[src/source/cpu_settings.svh]
`ifndef CPU_SETTINGS_SVH
`define CPU_SETTINGS_SVH

// Datapath and address width
`define XLEN 32

// Register file geometry
`define REG_COUNT 8
`define REG_AW 3
// esi holds the base address of every memory access
`define ESI_INDEX 6

// Immediate of the register-constant forms
`define RI_CONST 10

// Opcode byte values
`define OP_LOAD 8'h8B
`define OP_STORE_MOVE 8'h89
`define OP_ADD 8'h01
`define OP_SUB 8'h29
`define OP_RI 8'h83
`define OP_HALT 8'hF4

// Mod field of the modrm byte
`define MOD_MEM 2'd1
`define MOD_REG 2'd3

// modrm bits 7..3 selecting add or sub for opcode 83
`define RI_ADD_MOD 5'd24
`define RI_SUB_MOD 5'd29

`endif

[src/source/cpu_pkg.sv]
`include "cpu_settings.svh"

package cpu_pkg;

  // Machine word and register index
  typedef logic [`XLEN-1:0] word_t;
  typedef logic [`REG_AW-1:0] reg_idx_t;

  // Operation class, NONE covers every unknown opcode
  typedef enum logic [3:0] {
    NONE,
    LOAD,
    STORE,
    MOVE,
    ADD,
    SUB,
    RI_ADD,
    RI_SUB,
    HALT
  } op_class_e;

  // Result of a single decode, carried down the pipe
  typedef struct packed {
    logic [7:0] opcode;
    op_class_e  op;
    reg_idx_t   rd;
    reg_idx_t   rs;
    // esi for memory ops, rd otherwise
    reg_idx_t   a_idx;
    word_t      disp;
    logic [1:0] len;
  } decoded_t;

endpackage

[src/source/cpu_ifs.sv]
`timescale 1ns/1ps

// Operand read path, execute stage to register file
interface regfile_read_if import cpu_pkg::*; ();
  reg_idx_t a_idx;
  reg_idx_t b_idx;
  word_t    a_data;
  word_t    b_data;

  // Execute side selects the registers
  modport reader (output a_idx, output b_idx, input a_data, input b_data);
  // Register file answers combinationally
  modport source (input a_idx, input b_idx, output a_data, output b_data);
endinterface

// Execute stage results handed to the memory stage
interface ex_mem_if import cpu_pkg::*; ();
  decoded_t op;
  // Memory address
  word_t    mar;
  // ALU or move result
  word_t    c;
  // Store data
  word_t    mdr_w;

  modport producer (output op, output mar, output c, output mdr_w);
  modport consumer (input op, input mar, input c, input mdr_w);
endinterface

[src/source/instr_decoder.sv]
`timescale 1ns/1ps
`include "cpu_settings.svh"

module instr_decoder import cpu_pkg::*; (
  input  word_t    word,
  output decoded_t dec
);

  logic [7:0] opcode;
  logic [1:0] mod_field;
  logic [4:0] ri_mod;
  logic       is_mem;
  op_class_e  op;

  // Byte 0 opcode, byte 1 modrm
  assign opcode = word[7:0];
  assign mod_field = word[15:14];
  // RI forms use modrm bits 7..3 as sub-opcode
  assign ri_mod = word[15:11];

  always_comb begin
    op = NONE;
    if (opcode == `OP_LOAD && mod_field == `MOD_MEM) op = LOAD;
    else if (opcode == `OP_STORE_MOVE && mod_field == `MOD_MEM) op = STORE;
    else if (opcode == `OP_STORE_MOVE && mod_field == `MOD_REG) op = MOVE;
    else if (opcode == `OP_ADD) op = ADD;
    else if (opcode == `OP_SUB) op = SUB;
    else if (opcode == `OP_RI && ri_mod == `RI_ADD_MOD) op = RI_ADD;
    else if (opcode == `OP_RI && ri_mod == `RI_SUB_MOD) op = RI_SUB;
    else if (opcode == `OP_HALT) op = HALT;
  end

  assign is_mem = (op == LOAD) || (op == STORE);

  always_comb begin
    dec.opcode = opcode;
    dec.op = op;
    dec.rd = word[10:8];
    dec.rs = word[13:11];
    // Memory ops address through esi
    dec.a_idx = is_mem ? reg_idx_t'(`ESI_INDEX) : word[10:8];
    // Byte 2, sign extended
    dec.disp = {{(`XLEN-8){word[23]}}, word[23:16]};
    case (op)
      LOAD, STORE: dec.len = 2'd3;
      MOVE, ADD, SUB, RI_ADD, RI_SUB: dec.len = 2'd2;
      default: dec.len = 2'd1;
    endcase
  end

endmodule

[src/source/fetch_unit.sv]
`timescale 1ns/1ps

module fetch_unit import cpu_pkg::*; (
  input  logic  clk,
  input  logic  rst,
  input  word_t bus_in_ins,
  output word_t bus_a_ins,
  output word_t ir
);

  word_t    ip;
  decoded_t pre;

  // Length and halt come straight off the instruction bus
  instr_decoder u_predec (
    .word (bus_in_ins),
    .dec  (pre)
  );

  always_ff @(posedge clk or posedge rst) begin
    if (rst) begin
      ip <= '0;
      ir <= '0;
    end else begin
      ir <= bus_in_ins;
      // Halt parks the pointer on itself
      if (pre.op != HALT)
        ip <= ip + word_t'(pre.len);
    end
  end

  assign bus_a_ins = ip;

endmodule

[src/source/register_file.sv]
`timescale 1ns/1ps
`include "cpu_settings.svh"

module register_file import cpu_pkg::*; (
  input  logic     clk,
  input  logic     rst,
  regfile_read_if.source rd_port,
  input  logic     we,
  input  reg_idx_t w_idx,
  input  word_t    w_data
);

  // eax .. edi
  word_t regs [`REG_COUNT];

  always_ff @(posedge clk or posedge rst) begin
    if (rst) begin
      for (int i = 0; i < `REG_COUNT; i++)
        regs[i] <= '0;
    end else if (we) begin
      regs[w_idx] <= w_data;
    end
  end

  // Both read ports are asynchronous
  assign rd_port.a_data = regs[rd_port.a_idx];
  assign rd_port.b_data = regs[rd_port.b_idx];

endmodule

[src/source/execute_unit.sv]
`timescale 1ns/1ps
`include "cpu_settings.svh"

module execute_unit import cpu_pkg::*; (
  input  logic     clk,
  input  logic     rst,
  input  decoded_t dec,
  regfile_read_if.reader rd_port,
  ex_mem_if.producer     ex
);

  decoded_t dec_q;
  word_t    a_op;
  word_t    b_op;
  word_t    alu_y;

  // Decode stage register
  always_ff @(posedge clk or posedge rst) begin
    if (rst) dec_q <= '0;
    else dec_q <= dec;
  end

  // Operand fetch, A from esi or rd, B always from rs
  assign rd_port.a_idx = dec_q.a_idx;
  assign rd_port.b_idx = dec_q.rs;
  assign a_op = rd_port.a_data;
  assign b_op = rd_port.b_data;

  always_comb begin
    case (dec_q.op)
      // Effective address
      LOAD, STORE: alu_y = a_op + dec_q.disp;
      SUB: alu_y = a_op - b_op;
      RI_ADD: alu_y = a_op + word_t'(`RI_CONST);
      RI_SUB: alu_y = a_op - word_t'(`RI_CONST);
      default: alu_y = a_op + b_op;
    endcase
  end

  // Execute stage, op and address bus cleared on reset
  always_ff @(posedge clk or posedge rst) begin
    if (rst) begin
      ex.op <= '0;
      ex.mar <= '0;
    end else begin
      ex.op <= dec_q;
      ex.mar <= alu_y;
    end
  end

  always_ff @(posedge clk) begin
    // Move bypasses the ALU
    ex.c <= (dec_q.op == MOVE) ? b_op : alu_y;
    ex.mdr_w <= b_op;
  end

endmodule

[src/source/mem_wb_unit.sv]
`timescale 1ns/1ps

module mem_wb_unit import cpu_pkg::*; (
  input  logic       clk,
  input  logic       rst,
  ex_mem_if.consumer ex,
  input  word_t      bus_in_data,
  output word_t      bus_a_data,
  output word_t      bus_out,
  output logic       bus_we,
  output logic       bus_re_data,
  output logic       we,
  output reg_idx_t   w_idx,
  output word_t      w_data,
  output logic [7:0] current_opcode
);

  decoded_t wb_op;
  word_t    wb_c;
  word_t    wb_mdr_r;

  // Memory stage bus drive
  assign bus_a_data = ex.mar;
  assign bus_re_data = (ex.op.op == LOAD);
  assign bus_we = (ex.op.op == STORE);
  assign bus_out = ex.mdr_w;

  always_ff @(posedge clk or posedge rst) begin
    if (rst) wb_op <= '0;
    else wb_op <= ex.op;
  end

  always_ff @(posedge clk) begin
    wb_c <= ex.c;
    // Read data only latched for loads
    if (bus_re_data)
      wb_mdr_r <= bus_in_data;
  end

  // Write-back port, load targets rs and everything else rd
  assign we = wb_op.op inside {LOAD, MOVE, ADD, SUB, RI_ADD, RI_SUB};
  assign w_idx = (wb_op.op == LOAD) ? wb_op.rs : wb_op.rd;
  assign w_data = (wb_op.op == LOAD) ? wb_mdr_r : wb_c;

  assign current_opcode = wb_op.opcode;

endmodule

[src/source/cisc_cpu_top.sv]
`timescale 1ns/1ps

module cisc_cpu_top import cpu_pkg::*; (
  input  logic       clk,
  input  logic       rst,
  // Instruction bus
  output word_t      bus_a_ins,
  input  word_t      bus_in_ins,
  // Data bus
  output word_t      bus_a_data,
  input  word_t      bus_in_data,
  output word_t      bus_out,
  output logic       bus_we,
  output logic       bus_re_data,
  // Opcode now in write-back
  output logic [7:0] current_opcode
);

  word_t    ir;
  decoded_t dec;
  logic     rf_we;
  reg_idx_t rf_w_idx;
  word_t    rf_w_data;

  regfile_read_if rf_rd ();
  ex_mem_if       ex_mem ();

  // IF stage
  fetch_unit u_fetch (
    .clk        (clk),
    .rst        (rst),
    .bus_in_ins (bus_in_ins),
    .bus_a_ins  (bus_a_ins),
    .ir         (ir)
  );

  // Single decode of the fetched word
  instr_decoder u_dec (
    .word (ir),
    .dec  (dec)
  );

  // DEC and EXE stages
  execute_unit u_exec (
    .clk     (clk),
    .rst     (rst),
    .dec     (dec),
    .rd_port (rf_rd.reader),
    .ex      (ex_mem.producer)
  );

  register_file u_rf (
    .clk     (clk),
    .rst     (rst),
    .rd_port (rf_rd.source),
    .we      (rf_we),
    .w_idx   (rf_w_idx),
    .w_data  (rf_w_data)
  );

  // MEM and WB stages
  mem_wb_unit u_mem_wb (
    .clk            (clk),
    .rst            (rst),
    .ex             (ex_mem.consumer),
    .bus_in_data    (bus_in_data),
    .bus_a_data     (bus_a_data),
    .bus_out        (bus_out),
    .bus_we         (bus_we),
    .bus_re_data    (bus_re_data),
    .we             (rf_we),
    .w_idx          (rf_w_idx),
    .w_data         (rf_w_data),
    .current_opcode (current_opcode)
  );

endmodule

[config.mk]
export PLATFORM = sky130hd
export DESIGN_NAME = cisc_cpu_top
export DESIGN_NICKNAME = d
export VERILOG_FILES = /design/src/source/cpu_pkg.sv /design/src/source/cpu_ifs.sv /design/src/source/instr_decoder.sv /design/src/source/fetch_unit.sv /design/src/source/register_file.sv /design/src/source/execute_unit.sv /design/src/source/mem_wb_unit.sv /design/src/source/cisc_cpu_top.sv
export VERILOG_INCLUDE_DIRS = /design/src /design/src/source
export SDC_FILE = /design/constraint.sdc
export NUM_CORES = 1
export LEC_CHECK = 0
export ABC_AREA = 1
export BUFFER_PORTS_ARGS = -buffer_cell sky130_fd_sc_hd__buf_2
export CAP_MARGIN = 20
export CORE_ASPECT_RATIO = 1.1
export CORE_MARGIN = 4
export CORE_UTILIZATION = 50
export CTS_BUF_LIST = sky130_fd_sc_hd__clkbuf_8
export DETAILED_ROUTE_END_ITERATION = 10
export PLACE_DENSITY = 0.63
export SLEW_MARGIN = 20
export SYNTH_ARGS = -nofsm -noshare
export SYNTH_HDL_FRONTEND = slang
export SYNTH_HIERARCHICAL = 1
export SYNTH_SLANG_ARGS = --single-unit
[constraint.sdc]
create_clock -name clk -period 8.5 [get_ports clk]
set_clock_uncertainty 0.15 [all_clocks]
set_input_delay 0 -clock clk [delete_from_list [all_inputs] [get_ports clk]]
set_output_delay 0 -clock clk [all_outputs]
set_load 0.02 [all_outputs]
==> results.json, run 1 <==
{
  "rr_worst_depth": 27,
  "cts_inserted_buffers": 94,
  "start_util_pct": 50.5,
  "r2r_start": "u_exec/rd_port.b_idx[0]$_DFF_PP0_",
  "maxCapViolCount": 0,
  "coreArea_um2": 63600,
  "grt_pass1_wl_um": 156000,
  "maxSlewViolCount": 0,
  "hold_class": "flip-flop to flip-flop",
  "grt_use_total_pct": 29.1,
  "timing.rr.end": "u_exec/ex.c[29]$_DFF_P_",
  "critPathKind": "flip-flop to flip-flop",
  "period_minus_slack_ns": 6.35,
  "drt_iter0_drc": 2732,
  "setup_viol": 0,
  "hold_slack_ns": 0.174,
  "vias": 29100,
  "synth_cells": 4507,
  "endpoint_kind": "flip-flop",
  "drive_gt1_share_pct": 10.2,
  "antenna_found_initial": 2,
  "synth.avg_cell_area_um2": 7.12,
  "grt_max_degree": 129,
  "dp.cells": 5243,
  "row_count": 97,
  "fin_nets": 4745,
  "post_cts_buffers": 0,
  "overflow": 0,
  "die_area_um2": 68300,
  "grt_pass1_vias": 27900,
  "final_common_cell": "nand2_1",
  "hpwlAfterDp_um": 67600,
  "die_y_um": 274,
  "totalNegativeSetupSlack_ns": 0,
  "max_freq_mhz": 157,
  "slowest_delay_ns": 0.76,
  "fin_cells": 5534,
  "clk_pin_slew_worst_paths_ns": 0.07,
  "yosys_warnings": 6,
  "p_per_area_nw_per_um2": 199,
  "wl_um": 100000,
  "synth_nets": 4640,
  "hold_viol_final": 0,
  "final_cell_mix": "nand2_1 (1604), inv_1 (529), nand3_1 (433)",
  "io_pins": 172,
  "worst_pin_slew_ns": 1.02,
  "syn_area_um2": 32100,
  "drt_pass1_iterations": 7,
  "hold_path_depth": 0,
  "drc": 0,
  "power_mw": 7.09,
  "maxSlewHeadroom_pct": 31.8,
  "root_buffer": "clkbuf_8",
  "cp_slowest_cell": "buf_4",
  "r2r_setup_slack_ns": 2.15,
  "cellLeakagePower_nw": 18.1,
  "fin_util_pct": 56.1,
  "crit_top_cell": "nand2_1",
  "cts_max_path_buffers": 3,
  "port_buffers": 163,
  "ant_nets": 0,
  "viasPerCell": 5.25,
  "hold_end": "u_mem_wb/wb_c[10]$_DFF_P_",
  "die_x_um": 250,
  "grt_setup_unrepaired": "false",
  "clock_sinks": 561,
  "critPathMaxFanout": 66,
  "cp.arrival_ns": 6.84,
  "cts_tree": "done",
  "final.period_utilization_pct": 74.8,
  "status": "complete, no violations",
  "nFillCells": 6173,
  "cts_max_level": 3,
  "ir_drop_mv": 0.184,
  "area_delta_synth_final_pct": 11.2,
  "wire_per_inst_um": 18.1,
  "worst_ep_required_time_ns": 8.99,
  "place.gp.congestion": 0.966,
  "start_kind": "flip-flop",
  "insertion_delay_ns": 0.72,
  "min_from": "u_exec/ex.c[10]$_DFF_P_"
}
## area by class of cell
type                       instances  area [um2]  area share [%]
multi-input combinational       3127       14700            41.2
clock buffer                     115        1580            4.43
clock inverter                    60         462            1.29
timing repair buffer             307        2180            6.11
inverter                         521        1970            5.52
sequential                       561       13700            38.4
tap                              841        1050            2.95
antenna                            2        5.00          0.0140
## where the power goes
group          internal (mW)  switching (mW)
registers               2.95           0.142
logic                  0.422            1.01
clock network           1.40            1.17
## worst max-delay path, delay by kind of cell (launching register included)
| family | cells | cell delay (ns) |
|---|---|---|
| buf+inv | 3 | 1.65 |
| simple gates | 18 | 2.39 |
| fa+ha+maj | 1 | 0.40 |
| compound gates | 5 | 0.88 |
| flops | 1 | 0.73 |
## worst max-delay path by stage
stage | startpoint | slack [ns] | endpoint
after floorplan | rst | 1.31 | u_rf/regs[0]$_DFFE_PP0P_
after global placement | u_exec/rd_port.b_idx[0]$_DFF_PP0_ | 2.52 | u_exec/ex.c[31]$_DFF_P_
after detailed placement | u_exec/rd_port.b_idx[0]$_DFF_PP0_ | 2.44 | u_exec/ex.c[29]$_DFF_P_
after CTS | u_exec/rd_port.b_idx[0]$_DFF_PP0_ | 2.39 | u_exec/ex.c[29]$_DFF_P_
after global routing | u_exec/rd_port.b_idx[0]$_DFF_PP0_ | 1.76 | u_exec/ex.c[29]$_DFF_P_
final | u_exec/rd_port.b_idx[0]$_DFF_PP0_ | 2.15 | u_exec/ex.c[29]$_DFF_P_
## layer usage
layer  up-vias  track usage, %  wire (um)
met5         -               0          0
met4         0            10.3       3310
met3       201            4.45       6880
met2       984            48.0      46900
met1     13500            39.3      43300
li1      14400               -          -
## flip-flops by register name (all words and copies together), names as in the netlist
register / flops
u_rf/regs: 256
u_exec/rd_port.b_idx: 3
u_mem_wb/wb_mdr_r: 32
u_exec/ex.op: 18
u_exec/dec_q: 47
u_fetch/ir: 24
u_mem_wb/wb_c: 32
u_exec/ex.mar: 32
u_exec/ex.c: 32
u_exec/ex.mdr_w: 32
u_mem_wb/current_opcode: 8
u_exec/rd_port.a_idx: 3
u_fetch/bus_a_ins: 32
u_mem_wb/wb_op: 10
## stage by stage
stage	worst slack (ns)	cell area [um2]
5_1_grt	1.76	35700
2_1_floorplan	1.31	32100
3_5_place_dp	2.44	32500
6_report	2.15	35700
4_1_cts	2.39	35700
3_3_place_gp	2.52	32500
## what timing repair did
item	4_1_cts	5_1_grt
gates resized for setup	0	0
hold buffers	114	0
endpoints found under the hold margin	330	0
Note: power is estimated with default switching activity, not from simulation.
==> inputs of run 2 (changes only) <==
Clock period 8.5 ns to 6.6 ns, I/O delays scaled along.
==> run 2 against run 1 <==
  * Cell count increased by 0.23%
  * Via count grew 1.2%
  * Critical path type unchanged
  * Critical path depth is 2 higher
==> results.json, run 2 (synthesis results as in run 1) <==
{
  "period_minus_slack_ns": 5.58,
  "critPathMaxFanout": 30,
  "cts_max_level": 3,
  "final_cell_mix": "nand2_1 (1604), inv_1 (533), nand3_1 (433)",
  "rr_worst_depth": 29,
  "area_delta_synth_final_pct": 11.9,
  "crit_top_cell": "nand2_1",
  "viasPerCell": 5.30,
  "critPathKind": "flip-flop to flip-flop",
  "r2r_setup_slack_ns": 1.02,
  "critPathBufInv": 3,
  "top_register": "u_rf/regs",
  "reg.largest.list": "u_rf/regs x256, u_exec/dec_q x47",
  "p_per_area_nw_per_um2": 257,
  "status": "complete, no violations",
  "vias": 29400,
  "drt_iter0_drc": 2525,
  "drc": 0,
  "cts_inserted_buffers": 96,
  "wire_per_inst_um": 18.2,
  "row_count": 97,
  "coreArea_um2": 63600,
  "hold_slack_ns": 0.172,
  "clock_sinks": 561,
  "multiInputGateArea_um2": 14700,
  "final_common_cell": "nand2_1",
  "cp_slowest_cell": "dfrtp_4",
  "crit_start": "u_exec/rd_port.b_idx[0]$_DFF_PP0_",
  "die_area_um2": 68300,
  "die_y_um": 274,
  "totalNegativeSetupSlack_ns": 0,
  "largest_register_ffs": 256,
  "die_x_um": 250,
  "setup_viol": 0,
  "cp.depth": 29,
  "worst_pin_slew_ns": 1.06,
  "ant_nets": 0,
  "maxCapViolCount": 0,
  "hpwlAfterDp_um": 67700,
  "cp.arrival_ns": 6.02,
  "grt_pass1_wl_um": 156000,
  "cts_max_path_buffers": 3,
  "antenna_found_initial": 1,
  "worst_ep_required_time_ns": 7.04,
  "final.period_utilization_pct": 84.5,
  "hold_viol_final": 0,
  "max_freq_mhz": 179,
  "start_kind": "flip-flop",
  "cts_tree": "done",
  "drt_pass1_iterations": 6,
  "hold_class": "flip-flop to flip-flop",
  "post_cts_buffers": 0,
  "io_pins": 172,
  "port_buffers": 163,
  "grt_setup_unrepaired": "false",
  "fin_util_pct": 56.5,
  "cellLeakagePower_nw": 18.2,
  "grt_max_degree": 183,
  "ir_drop_mv": 0.182,
  "fin_nets": 4757,
  "overflow": 0,
  "clk_pin_slew_worst_paths_ns": 0.06,
  "nFillCells": 6164,
  "endpoint_kind": "flip-flop",
  "wl_um": 101000,
  "path_delay_family": "simple AND/OR/NAND/NOR gates",
  "grt_pass1_vias": 28200,
  "cp-endpoint": "u_exec/ex.c[29]$_DFF_P_",
  "r2r_start": "u_exec/rd_port.b_idx[0]$_DFF_PP0_",
  "place.gp.congestion": 0.963,
  "regArea_um2": 13700,
  "slowest_delay_ns": 0.64,
  "maxSlewHeadroom_pct": 29.2,
  "drive_gt1_share_pct": 10.4,
  "insertion_delay_ns": 0.72,
  "root_buffer": "clkbuf_8",
  "timing.rr.end": "u_exec/ex.c[29]$_DFF_P_",
  "grt_use_total_pct": 29.1,
  "start_util_pct": 50.5,
  "maxSlewViolCount": 0
}
## run 2: cell count changes in the layout (fill, tap and decap cells not counted), sizes merged
cell,change
buf,+9
bufinv,+1
clkbuf,+2
clkinv,-2
clkinvlp,+3
diode,-1
dlygate4sd3,+1
## run 2: repair_timing
action | CTS | global route
hold buffers | 114 | 1
gates resized for setup | 0 | 0
hold endpoints to repair | 429 | 50
## run 2: worst min-delay path by stage
| stage | from | endpoint | slack, ns | cells after the start |
|---|---|---|---|---|
| 2_1_floorplan | rst | u_mem_wb/current_opcode[0]$_DFF_PP0_ | -0.21 | 1 |
| 3_3_place_gp | rst | u_exec/dec_q[51]$_DFF_PP0_ | -0.06 | 2 |
| 3_5_place_dp | rst | u_exec/ex.op[51]$_DFF_PP0_ | -0.05 | 2 |
| 4_1_cts | rst | u_rf/regs[64]$_DFFE_PP0P_ | 0.02 | 4 |
| 5_1_grt | u_exec/ex.c[0]$_DFF_P_ | u_mem_wb/wb_c[0]$_DFF_P_ | 0.18 | 0 |
| 6_report | u_exec/ex.c[0]$_DFF_P_ | u_mem_wb/wb_c[0]$_DFF_P_ | 0.17 | 0 |
## run 2: layer usage
layer | global-route usage, % | routed length [um]
met5 | 0 | 0
met2 | 48.9 | 47800
met4 | 11.1 | 3500
met1 | 38.6 | 42800
met3 | 3.99 | 6880
## run 2: layout make-up
type | count | share of cell area (%)
multi-input cells | 3127 | 41.0
flip-flops and latches | 561 | 38.2
repair buffers | 317 | 6.54
inverters | 521 | 5.47
clock buffers | 117 | 4.48
well taps | 841 | 2.93
clock inverters | 62 | 1.37
diodes | 1 | 0.00697
## run 2: report_power, final
part	switching [mW]	total, mW	internal [mW]	leakage, nW
sequential	0.175	3.98	3.80	6.80
clock	1.53	3.39	1.86	1.19
combinational	1.30	1.85	0.551	10.2
total	3.00	9.22	6.22	18.2
## run 2: worst register-to-register path, delay by kind of cell, from the launching register on
family                     cells  cell delay (ns)
buffers and inverters          3             0.83
AOI/OAI and AO/OA              5             0.81
and+or+nand+nor               19             2.44
adders and majority gates      2             0.60
DFF                            1             0.64
## run 2: metrics by stage
| stage | instances | total power, mW | worst slack [ns] | cell area [um2] |
|---|---|---|---|---|
| after global routing | 5547 | 9.71 | 0.560 | 35900 |
| final | 5547 | 9.22 | 1.02 | 35900 |
| after detailed placement | 5250 | 5.81 | 1.16 | 32600 |
| after floorplan | 4507 | 5.30 | 2.49 | 32100 |
| after CTS | 5543 | 9.28 | 1.12 | 35900 |
| after global placement | 5250 | 5.79 | 1.24 | 32600 |
